--- config.mk ---
export PLATFORM = sky130hd
export DESIGN_NAME = runControl
export DESIGN_NICKNAME = d
export VERILOG_FILES = /design/src/hdl/tenyr_cfg.svh /design/src/hdl/busPkg.sv /design/src/hdl/runControl.sv
export SDC_FILE = /design/constraint.sdc
export NUM_CORES = 1
export LEC_CHECK = 0
export BUFFER_PORTS_ARGS = -buffer_cell sky130_fd_sc_hd__clkbuf_2
export CAP_MARGIN = 20
export CORE_AREA = 2 2 61 63
export CTS_BUF_LIST = sky130_fd_sc_hd__clkbuf_16
export DETAILED_ROUTE_END_ITERATION = 16
export DIE_AREA = 0 0 63 65
export PLACE_DENSITY = 0.72
export SYNTH_ARGS = -nofsm -noshare
export SYNTH_HDL_FRONTEND = slang
export SYNTH_SLANG_ARGS = --single-unit
--- constraint.sdc ---
create_clock -name clk -period 2.35 [get_ports clk]
set_input_delay 0.705 -clock clk [delete_from_list [all_inputs] [get_ports clk]]
set_output_delay 0.705 -clock clk [all_outputs]
set_load 0.01 [all_outputs]
--- src/hdl/tenyr_cfg.svh ---
`ifndef TENYR_CFG_SVH
`define TENYR_CFG_SVH

// Address of the first instruction after reset
`define TENYR_RESET_VECTOR 32'h0000_0100

// Depth of the shared word memory
`define TENYR_MEM_WORDS 1024

// All-ones word stops the core
`define TENYR_ILLEGAL 32'hffff_ffff

`endif

--- src/hdl/busPkg.sv ---
package busPkg;

    typedef logic [31:0] wordT;    // Data word
    typedef logic [31:0] addrT;    // Word address decoded on its low bits by memory

    // Index 0 reads zero and index 15 reads the next program counter
    typedef logic [3:0] regIdxT;

    typedef enum logic [1:0] {
        stopped,
        running,
        halted
    } runStateT;

endpackage

--- src/hdl/runControl.sv ---
`timescale 1ns/1ps

module runControl (
    input  logic             clk,
    input  logic             reset_n,
    input  logic             runStrobe,
    input  logic             stopStrobe,
    input  logic             illegalSeen,
    input  logic             retire,
    output logic             runEn,
    output busPkg::runStateT runState,
    output busPkg::wordT     retireCount
);
    import busPkg::*;

    always_ff @(posedge clk) begin
        if (!reset_n) begin
            runState    <= stopped;
            retireCount <= '0;
        end else begin
            if (illegalSeen) begin
                runState <= halted;  // Also when stopped with the word in flight
            end else begin
                case (runState)
                    stopped: begin
                        if (runStrobe) begin
                            runState <= running;
                        end
                    end
                    running: begin
                        if (stopStrobe) begin
                            runState <= stopped;
                        end
                    end
                    halted:  runState <= halted;  // Left only through reset
                    default: runState <= stopped;
                endcase
            end
            if (retire) begin
                retireCount <= retireCount + 32'd1;
            end
        end
    end

    assign runEn = (runState == running);

endmodule

==> impl_summary.md <==
Clock tree
The CTS H-tree depth is 2. The tree is rooted in a sky130_fd_sc_hd__clkbuf_16. The CTS clock-pin slew for the worst setup and hold paths is 0.05 ns. TritonCTS built the clock tree.

The buffer count from post-CTS setup fixing is 0. The count of clock tree sinks is 34. The count of cells resized by post-cts repair is 0. The clock latency at the later pin of the worst-skew pair is approximately 0.27 ns. The maximum count of clock buffers along a single path is 2.

The number of buffers added by the clock tree synthesis step is 5. Buffers inserted to repair hold after CTS numbered 0.

Finish
In the layout the commonest cells are sky130_fd_sc_hd__clkbuf_2, sky130_fd_sc_hd__dfxtp_1, sky130_fd_sc_hd__nor2_1. Cells with a size suffix above 1 make up about 25% of the layout. The combined area of the multi-input logic cells is 827 sq um. The layout filler cell count is 335.

Across the whole layout, storage elements account for 681 sq um. The antenna diode count is 0. Leaving out fill and tap cells, the most frequent cell in the layout is sky130_fd_sc_hd__clkbuf_2. The final layout contains 233 nets. With fillers left out, the area of the finished cells amounts to 0.00198 sq mm. The area added between synthesis and finish is 24.0%. The number of cells in the finished layout apart from fillers is around 280.

STA
Setup repair after global routing left no endpoint under its margin. The count of final hold-check violations was 0. For the pin with the worst max-slew slack, the measured transition is 0.762 ns. The worst pin sits at a relative slew slack of 49.2%. The worst hold slack is about 0.47 ns. Summed over all failing endpoints, the final setup total negative slack is 0 ns. The final worst clock skew is 0.00447 ns.

The max-slew violation count is 0. For the finished layout, the period the worst path requires is 2.11 ns. The number of setup violations in the final report is 0. The final clock period utilization by the worst path is 89.7%. The highest attainable clock frequency is between 0.4 and 0.5 GHz.

Pwr
For this design the ratio of total power to cell area is 625 mW/mm^2. IR analysis of the VDD net gives a maximum drop of between 0.5 and 0.6 mV. In this run the static leakage power is 0.752 nW.

Die
The die is between 60 and 70 microns wide. The die covers 0.00410 sq mm. During I/O placement, the number of pins put on the boundary was 41. The starting utilization of the core area is a little under half. The core footprint is 0.00350 sq mm. The floorplan step set the die height to 65 microns.

After floorplanning, the core was divided into 22 placement rows.

Synthesis
After synthesis the cells add up to 0.00160 sq mm. The synthesized design devotes to its leading area cell type 42.6% of total area. The average instance in the mapped netlist occupies between 8 and 9 sq um. The synthesized design contains 0 enable-type register cells. In this run, synthesis produced a sequential element count of 34.

Of the synthesized area, sequential elements account for 42.6%. The proportion of synthesized flip-flops having asynchronous set or reset is 0%. The most used flip-flop cell after synthesis is sky130_fd_sc_hd__dfxtp_1. The number of distinct library cells after synthesis is 30.

After technology mapping, the gate count stands at 183. The largest total area in the synthesized netlist belongs to sky130_fd_sc_hd__dfxtp_1. Sorting the synthesized cells by area gives the leading types as sky130_fd_sc_hd__dfxtp_1, sky130_fd_sc_hd__o41ai_1, sky130_fd_sc_hd__xnor2_1, sky130_fd_sc_hd__a21oi_1, sky130_fd_sc_hd__nor2_1. The number of warning messages in the yosys log is 0. The number of nets produced by synthesis is 190.

Outcome
The run finished with clean final reports.

Setup path
The family with the most delay on the worst path is simple AND/OR/NAND/NOR gates. The largest fanout on the critical path is 16. The sort of element at the start of the critical path is a flip-flop. The signal on the critical path passes through nand4_1 -> or4_1 -> o311ai_0 -> o41ai_1. The worst setup path is captured at a flip-flop. STA puts the critical path data arrival time at approximately 2.3 ns.

The startpoint of the most critical register-to-register path is retireCount[12]. The worst setup path startpoint is retireCount[12]. On the worst path, the slowest cell contributes a delay of 0.79 ns. The path type of the worst setup path is reg2reg. The required time at the endpoint of the critical path is 2.49 ns.

The critical path's slowest cell is sky130_fd_sc_hd__or4_1. The number of buffer and inverter stages on the critical path is 0.

Place
The number of input and output port buffers inserted is 40. The number of placed instances, taps included, is 267. Once detailed placement completed, the half-perimeter wirelength came to ~2400 microns.

The final RePlAce weighted congestion is 0.810. In this run the cell area measured after placement is 0.00184 sq mm.

Detailed routing
The number of DRC markers after the initial detailed-route iteration is between 90 and 100. The antenna violation net count after detailed routing is 0. After detailed routing, the number of vias per cell comes to 5.50. The routed layout has 1512 vias. Summed over all layers, the routed wires come to 3480 microns. In the final routed layout, each cell accounts on average for 12.6 microns. Before antenna repair, the detailed router went through 4 iterations. After detailed routing, the number of remaining DRC violations is 0.

Global route
The global route total overflow is 0. The first-pass GRT wire length is 6070 microns. The largest net degree at the start of global routing is 25.

The number of global-route vias before repair came to 1334. Global routing consumed, over all layers together, 18.9% of the routing resources. The initial antenna violation count was 0.

Min path
The class of the tightest hold or removal check is reg2reg. In this run the most critical hold path is launched from retireCount[31].

Job
Max-cap violations in this run came to 0.
[synthesized netlist by cell type, types with 7 or more instances]
master / number
sky130_fd_sc_hd__nand2_1: 14
sky130_fd_sc_hd__o41ai_1: 8
sky130_fd_sc_hd__nand3_1: 7
sky130_fd_sc_hd__nor2_1: 15
sky130_fd_sc_hd__inv_1: 8
sky130_fd_sc_hd__nand4_1: 7
sky130_fd_sc_hd__a21oi_1: 12
sky130_fd_sc_hd__or3_1: 9
sky130_fd_sc_hd__o21ai_0: 8
sky130_fd_sc_hd__xnor2_1: 8
sky130_fd_sc_hd__nand2b_1: 8
sky130_fd_sc_hd__dfxtp_1: 34
[cell type report]
class                           instances  share of cell area, %
Sequential cell                        34                   34.4
Timing Repair Buffer                   46                   12.4
Inverter                                8                   1.52
Tap cell                               48                   3.03
Multi-Input combinational cell        131                   41.8
Clock inverter                          3                  0.632
Clock buffer                            5                   6.32
[worst paths after layout]
path | endpoint | slack [ns] | cells past startpoint
setup / recovery | retireCount[24] | 0.24 | 4
hold / removal | retireCount[31] | 0.47 | 2
setup reg to reg | retireCount[24] | 0.24 | 4
hold reg to reg | retireCount[31] | 0.47 | 2
[where the power goes]
| group | leakage (nW) | total (mW) | internal [mW] | switching [mW] |
|---|---|---|---|---|
| registers | 0.275 | 0.589 | 0.583 | 0.00659 |
| clock network | 0.0724 | 0.605 | 0.382 | 0.223 |
| logic | 0.405 | 0.0432 | 0.0168 | 0.0263 |
| total | 0.752 | 1.24 | 0.982 | 0.255 |
[registers in the layout, indices dropped and copies added (netlist names)]
signal,count
runState,2
retireCount,32
[per-layer routing]
layer	routed length [microns]	vias up	GRT usage [%]
met2	1490	43	28.1
met5	0	-	0
met3	241	4	6.60
met1	1690	696	24.6
met4	54	0	8.33
li1	-	769	-
[per-stage QoR]
step / setup slack [ns] / power, mW / utilization (%)
2_1_floorplan: 0.201 / 0.630 / -
3_3_place_gp: 0.171 / 0.645 / 52.7
3_5_place_dp: 0.108 / 0.645 / 52.7
4_1_cts: 0.265 / 1.26 / 56.7
5_1_grt: 0.0886 / 1.29 / 56.7
6_report: 0.241 / 1.24 / 56.7
[worst min-delay path: cells and delay by family (launching register included)]
kind | cells | cell delay (ns)
AND/OR/NAND/NOR | 1 | 0.05
multiplexers | 1 | 0.05
flip-flops | 1 | 0.31
[kinds of logic (layout without fill, tap and decap cells)]
| logic type | after synthesis | after routing | share of synthesized area, % |
|---|---|---|---|
| compound gates | 38 | 38 | 16.0 |
| simple gates | 78 | 78 | 27.1 |
| xor+xnor | 11 | 11 | 6.03 |
| flops | 34 | 34 | 42.6 |
| buf+inv | 18 | 62 | 5.64 |
| mux | 3 | 3 | 1.88 |
| fa+ha+maj | 1 | 1 | 0.783 |
No activity file was read; power rests on OpenSTA's default activity.
