--- src/hdl/tenyr_cfg.svh ---
`ifndef TENYR_CFG_SVH
`define TENYR_CFG_SVH

// Address of the first instruction after reset
`define TENYR_RESET_VECTOR 32'h0000_0100

// Depth of the shared word memory
`define TENYR_MEM_WORDS 1024

// All-ones word stops the core
`define TENYR_ILLEGAL 32'hffff_ffff

`endif

--- src/hdl/isaPkg.sv ---
package isaPkg;

    typedef logic [3:0] opT;           // Operation code field
    typedef logic signed [11:0] immT;  // Raw immediate field

    localparam opT opOr    = 4'h0;
    localparam opT opAnd   = 4'h1;
    localparam opT opAdd   = 4'h2;
    localparam opT opMul   = 4'h3;
    localparam opT opRsv4  = 4'h4;     // Reserved code yields zero
    localparam opT opShl   = 4'h5;
    localparam opT opLt    = 4'h6;
    localparam opT opEq    = 4'h7;
    localparam opT opGt    = 4'h8;
    localparam opT opAndn  = 4'h9;
    localparam opT opXor   = 4'ha;
    localparam opT opSub   = 4'hb;
    localparam opT opXnor  = 4'hc;
    localparam opT opShr   = 4'hd;
    localparam opT opNe    = 4'he;
    localparam opT opRsv15 = 4'hf;     // Reserved code yields zero

endpackage

--- src/hdl/busPkg.sv ---
package busPkg;

    typedef logic [31:0] wordT;    // Data word
    typedef logic [31:0] addrT;    // Word address decoded on its low bits by memory

    // Index 0 reads zero and index 15 reads the next program counter
    typedef logic [3:0] regIdxT;

    typedef enum logic [1:0] {
        stopped,
        running,
        halted
    } runStateT;

endpackage

--- src/hdl/regFile.sv ---
`timescale 1ns/1ps

module regFile (
    input  logic           clk,
    input  logic           reset_n,
    input  logic           writeEn,
    input  busPkg::regIdxT idxZ,
    input  busPkg::regIdxT idxX,
    input  busPkg::regIdxT idxY,
    input  busPkg::wordT   writeData,
    input  busPkg::wordT   nextPc,
    output busPkg::wordT   valZ,
    output busPkg::wordT   valX,
    output busPkg::wordT   valY
);
    import busPkg::*;

    wordT regs [1:14];  // Only the general registers are stored

    function automatic wordT readReg(input regIdxT idx);
        wordT val;
        if (idx == 4'd0) begin
            val = '0;
        end else if (idx == 4'd15) begin
            val = nextPc;       // Program counter alias
        end else begin
            val = regs[idx];
        end
        return val;
    endfunction

    always_comb begin
        valZ = readReg(idxZ);
        valX = readReg(idxX);
        valY = readReg(idxY);
    end

    always_ff @(posedge clk) begin
        if (!reset_n) begin
            for (int i = 1; i <= 14; i++) begin
                regs[i] <= '0;
            end
        end else if (writeEn && idxZ != 4'd0 && idxZ != 4'd15) begin
            regs[idxZ] <= writeData;  // Branches go through the core instead
        end
    end

endmodule

--- src/hdl/insnDecode.sv ---
`timescale 1ns/1ps
`include "tenyr_cfg.svh"

module insnDecode (
    input  busPkg::wordT   insn,
    output busPkg::regIdxT idxZ,
    output busPkg::regIdxT idxX,
    output busPkg::regIdxT idxY,
    output isaPkg::opT     op,
    output busPkg::wordT   imm,
    output logic           form,
    output logic           store,
    output logic           deref,
    output logic           branch,
    output logic           illegal
);
    import isaPkg::*;

    immT immField;

    assign form     = insn[30];
    assign store    = insn[29];
    assign deref    = insn[28];
    assign idxZ     = insn[27:24];
    assign idxX     = insn[23:20];
    assign idxY     = insn[19:16];
    assign op       = insn[15:12];
    assign immField = insn[11:0];

    assign imm = {{20{immField[11]}}, immField};  // Sign extend to a word

    // Writing the program counter alias is a jump
    assign branch  = (idxZ == 4'd15) && !store;
    assign illegal = (insn == `TENYR_ILLEGAL);

endmodule

--- src/hdl/aluExec.sv ---
`timescale 1ns/1ps

module aluExec (
    input  logic         clk,
    input  logic         reset_n,
    input  logic         en,
    input  isaPkg::opT   op,
    input  busPkg::wordT opX,
    input  busPkg::wordT opY,
    input  busPkg::wordT addend,
    output busPkg::wordT rhs
);
    import isaPkg::*;
    import busPkg::*;

    wordT result;  // Operation result before the addend

    always_comb begin
        case (op)
            opOr:    result = opX | opY;
            opAnd:   result = opX & opY;
            opAdd:   result = opX + opY;
            opMul:   result = opX * opY;
            opShl:   result = opX << opY;                           // Logical
            opLt:    result = {32{$signed(opX) < $signed(opY)}};    // All ones if true
            opEq:    result = {32{opX == opY}};
            opGt:    result = {32{$signed(opX) > $signed(opY)}};
            opAndn:  result = opX & ~opY;
            opXor:   result = opX ^ opY;
            opSub:   result = opX - opY;
            opXnor:  result = opX ^~ opY;
            opShr:   result = opX >> opY;                           // Logical
            opNe:    result = {32{opX != opY}};
            opRsv4,
            opRsv15: result = '0;
            default: result = '0;
        endcase
    end

    always_ff @(posedge clk) begin
        if (!reset_n) begin
            rhs <= '0;
        end else if (en) begin
            rhs <= result + addend;
        end
    end

endmodule

--- src/hdl/coreSeq.sv ---
`timescale 1ns/1ps
`include "tenyr_cfg.svh"

module coreSeq (
    input  logic         clk,
    input  logic         reset_n,
    input  logic         runEn,
    output busPkg::addrT fetchAddr,
    input  busPkg::wordT fetchData,
    output logic         dataStrobe,
    output logic         dataWrite,
    output busPkg::wordT dataAddr,
    output busPkg::wordT dataWdata,
    input  busPkg::wordT dataRdata,
    output logic         retire,
    output logic         illegalSeen
);
    import busPkg::*;
    import isaPkg::*;

    logic [3:0] phase;  // One-hot fetch, execute, memory, writeback
    wordT   insn;
    wordT   rhs;        // ALU result plus addend
    wordT   memWord;    // Load data kept for writeback
    wordT   nextPc;
    regIdxT idxZ;
    regIdxT idxX;
    regIdxT idxY;
    opT     op;
    wordT   imm;
    logic   form;
    logic   store;
    logic   deref;
    logic   branch;
    logic   illegal;
    wordT   valZ;
    wordT   valX;
    wordT   valY;
    wordT   rightOp;
    wordT   addend;
    wordT   target;
    wordT   writeData;

    always_ff @(posedge clk) begin
        if (!reset_n) begin
            phase     <= 4'b0000;
            fetchAddr <= `TENYR_RESET_VECTOR;
        end else begin
            if (phase == 4'b0000 || phase[3]) begin
                phase <= runEn ? 4'b0001 : 4'b0000;  // Run enable checked only here
            end else if (phase[1] && illegal) begin
                phase <= 4'b0000;                     // Abandon the illegal word
            end else begin
                phase <= phase << 1;
            end
            if (phase[2]) begin
                fetchAddr <= branch ? target : nextPc;
            end
        end
    end

    always_ff @(posedge clk) begin
        if (phase[0]) begin
            insn <= fetchData;
        end
        if (phase[2]) begin
            memWord <= dataRdata;
        end
    end

    assign nextPc = fetchAddr + 32'd1;

    insnDecode decode (
        .insn    (insn),
        .idxZ    (idxZ),
        .idxX    (idxX),
        .idxY    (idxY),
        .op      (op),
        .imm     (imm),
        .form    (form),
        .store   (store),
        .deref   (deref),
        .branch  (branch),
        .illegal (illegal)
    );

    // Form 1 swaps the immediate and Y
    assign rightOp = form ? imm : valY;
    assign addend  = form ? valY : imm;

    aluExec exec (
        .clk     (clk),
        .reset_n (reset_n),
        .en      (phase[1]),
        .op      (op),
        .opX     (valX),
        .opY     (rightOp),
        .addend  (addend),
        .rhs     (rhs)
    );

    assign dataStrobe = phase[2] && (deref || store);
    assign dataWrite  = phase[2] && store;
    assign dataAddr   = deref ? rhs : valZ;
    assign dataWdata  = deref ? valZ : rhs;
    assign target     = deref ? dataRdata : rhs;   // Branch through memory when dereferenced

    assign writeData   = deref ? memWord : rhs;
    assign retire      = phase[3];
    assign illegalSeen = phase[1] && illegal;

    regFile regs (
        .clk       (clk),
        .reset_n   (reset_n),
        .writeEn   (phase[3] && !store),
        .idxZ      (idxZ),
        .idxX      (idxX),
        .idxY      (idxY),
        .writeData (writeData),
        .nextPc    (nextPc),
        .valZ      (valZ),
        .valX      (valX),
        .valY      (valY)
    );

endmodule

--- config.mk ---
export PLATFORM = sky130hd
export DESIGN_NAME = coreSeq
export DESIGN_NICKNAME = d
export VERILOG_FILES = /design/src/hdl/isaPkg.sv /design/src/hdl/busPkg.sv /design/src/hdl/regFile.sv /design/src/hdl/insnDecode.sv /design/src/hdl/aluExec.sv /design/src/hdl/coreSeq.sv
export VERILOG_INCLUDE_DIRS = /design/src /design/src/hdl
export SDC_FILE = /design/constraint.sdc
export NUM_CORES = 2
export LEC_CHECK = 0
export BUFFER_PORTS_ARGS = -buffer_cell sky130_fd_sc_hd__buf_4
export CAP_MARGIN = 20
export CORE_MARGIN = 10
export CORE_UTILIZATION = 54
export DETAILED_ROUTE_END_ITERATION = 8
export PLACE_DENSITY = 0.7
export SYNTH_ARGS = -nofsm -noshare
export SYNTH_HDL_FRONTEND = slang
export SYNTH_SLANG_ARGS = --single-unit
--- constraint.sdc ---
create_clock -name clk -period 13.75 [get_ports clk]
set_clock_uncertainty 0.2 [all_clocks]
set_input_delay 1.375 -clock clk [delete_from_list [all_inputs] [get_ports clk]]
set_output_delay 1.375 -clock clk [all_outputs]
set_load 0.05 [all_outputs]
==> results.cfg <==
[drt]
via_per_inst = 7.080
wl_per_cell_um = 35.09
drt_iter0_markers = 9359
wirelength_um = 282700
antenna_left = 0
drc = 0
drt-pass1-iter-count = 7
vias = 57050

[critical_path]
crit_fanout = 10
ff2ff_setup_slack_ps = 490
reg2reg_depth = 42
worstPathRequired_ps = 14100
cp.buffers_inverters = 7
regToRegEndpoint = exec.rhs[31]$_SDFFE_PN0P_
r2r_start = insn[21]$_DFFE_PP_
cp_common_cell = inv_1
endpoint_kind = flop
criticalPathCategory = flop to flop
arrival_ps = 13600
crit_slowest_cell = nor2_1
slowest_delay_ps = 1170
start_kind = flop
cp_top_family = compound AO/OA/AOI/OAI gates

[floorplanning]
core.rowCount = 126
chipWidth_um = 365.0
top_level_ports = 167
die_y_um = 365.0
start_util_pct = 54.42
core_mm2 = 0.1181
dieArea_mm2 = 0.1332

[placement]
gp_congestion = 1.073
dpl.cell_count = 7929
port_buffers = 166
dp_hpwl_um = 200800
place_worst_setup_slack_ps = 1197

[yosys]
synthFlopType = edfxtp_1
yosys.area.top_type_share_pct = 26.91
ys_ff_latch = 656
synth_edf_count = 576
synth.avg_cell_area_um2 = 10.01
yosys-top-cells-count = nor2_1, nand2_1, inv_1, edfxtp_1, fa_1
syn_area_mm2 = 0.06426
yosys_warnings = 0
synth.most_common_cell = nor2_1
synth.area.top_cells = edfxtp_1, mux4_2, fa_1
syn_inst = 6421
synthArstFlopShare_pct = 0
seq_area_frac_synth_pct = 29.41
synth.largest_area_cell = edfxtp_1
ys_types = 118

[timing]
hold_viol = 0
drv_slew = 0
max-slew-margin-rel_pct = 11.30
setup_viol = 0
setup_slack_ps = 493.7
fin_crit_sh_pct = 96.41
worst_pin_slew_ps = 1326
hold_ws_ps = 278.2
grt_setup_unrepaired = no
fmax_mhz = 75.44
finalCriticalPeriod_ps = 13260
tns_ps = 0

[clocking]
clk_transition_reported_paths_ps = 70
post_cts_buffers = 0
numCtsBuffers = 61
cts_buffer_depth = 3
cts_resized = 0
cts_sinks = 656
clk_latency_ps = 680
cts_root_buf = clkbuf_16
ctsHoldBuffers = 0
h-tree-depth = 2
tritoncts = built

[hold_path]
hold_end = insn[28]$_DFFE_PP_
worstHoldPathCells = 0
hp-class = flop to flop
worstHoldStart = phase[0]$_SDFF_PN0_

[grt]
grt_max_degree = 100
antenna_found_initial = 16
track_usage_pct = 41.70
grt_pass1_vias = 56111
grt-ovfl-total = 0
grt_pass1_wl_um = 397700

[finish]
syn2layout_area_growth_pct = 8.391
stdcell_count = 8058
nets = 7190
drive_gt1_share_pct = 17.84
fill_cells = 9977

[pwr]
p_leak_nw = 28.34
ir_drop_mv = 0.6740
total_power_w = 0.01686
p_per_area_mw_per_mm2 = 242.1

[job]
drv_cap = 0

[status]
run_status = finished clean
-- flip-flops by register name, summed over array words and instances, names as in the netlist, named ones only --
name       cells
regs.regs    512
exec.rhs      32
fetchAddr     32
insn          32
memWord       32
phase          4
-- where the power goes --
| part | internal [W] | switching, W | leakage, nW |
|---|---|---|---|
| logic | 0.00527 | 0.00751 | 20.9 |
| clock network | 0.000952 | 0.000806 | 0.976 |
| registers | 0.00223 | 0.000102 | 6.49 |
| total | 0.00845 | 0.00841 | 28.3 |
-- stage by stage --
step                instance area (um^2)  util [%]
floorplan                          64500         -
global placement                   67490     57.16
detailed placement                 67500     57.17
CTS                                69520     58.87
global route                       69630     58.97
finish                             69660     58.99
-- cell usage in the layout, fill, tap and decap left out, types with 26 or more instances in the layout --
cell type / instances
mux4_2: 400
o21bai_1: 31
ha_1: 250
mux2_2: 66
nand2b_1: 28
conb_1: 64
o211ai_1: 30
nor2_1: 963
nor2b_1: 52
clkbuf_16: 65
a21oi_1: 291
edfxtp_1: 576
o21a_1: 26
xor2_1: 36
nand3_1: 66
a211oi_1: 65
fa_1: 411
inv_1: 615
a31oi_1: 31
nand2_1: 647
nor3_1: 73
mux2i_1: 175
dfxtp_1: 67
a21o_1: 53
o21ai_0: 211
o22ai_1: 44
xnor2_1: 134
buf_4: 399
-- routing by layer --
| metal | up-vias | wire [um] | global-route usage [%] |
|---|---|---|---|
| li1 | 22650 | - | - |
| met1 | 27708 | 86560 | 46.42 |
| met2 | 5114 | 121100 | 62.59 |
| met3 | 1554 | 41380 | 15.39 |
| met4 | 24 | 33190 | 36.74 |
| met5 | - | 511 | 1.198 |
-- area by class of cell --
type	count	area [um^2]	area share [%]
clock inverters	34	309.0	0.4437
multi-input cells	4699	41250	59.22
clock buffers	80	1707	2.450
inverters	638	2397	3.442
repair buffers	406	3119	4.478
diodes	9	22.52	0.03233
well taps	1536	1922	2.759
flip-flops and latches	656	18930	27.18
-- worst max path at each step --
stage	start	endpoint	slack, ps	cells past startpoint
3_3_place_gp	insn[21]$_DFFE_PP_	exec.rhs[31]$_SDFFE_PN0P_	1330	42
3_5_place_dp	flop	exec.rhs[31]$_SDFFE_PN0P_	1200	42
6_report	insn[21]$_DFFE_PP_	exec.rhs[31]$_SDFFE_PN0P_	490	42
4_1_cts	flop	exec.rhs[31]$_SDFFE_PN0P_	1180	41
2_1_floorplan	fetchAddr[0]$_SDFFE_PN0P_	exec.rhs[31]$_SDFFE_PN0P_	1980	45
5_1_grt	fetchAddr[2]$_SDFFE_PN0P_	exec.rhs[31]$_SDFFE_PN0P_	220	41
-- cell families (layout without fill, tap and decap cells) --
logic type	Yosys count	after routing	share of synthesized area (%)
AO/OA/AOI/OAI	1114	1114	11.59
XOR/XNOR	174	174	2.447
adder cells (fa/ha/maj)	661	661	17.67
buffers and inverters	1129	1158	7.235
flip-flops	656	656	29.41
multiplexers	644	644	17.97
other	1	73	0.005835
AND/OR/NAND/NOR	2042	2042	13.67
-- worst reg2reg max path, delay by kind of cell (launching register included) --
| family | cells | cell delay, ps |
|---|---|---|
| fa+ha+maj | 9 | 3800 |
| xor+xnor | 2 | 320 |
| buf+inv | 7 | 560 |
| compound gates | 16 | 4230 |
| simple gates | 8 | 3520 |
| flops | 1 | 480 |
Note: power is estimated with default switching activity, not from simulation.
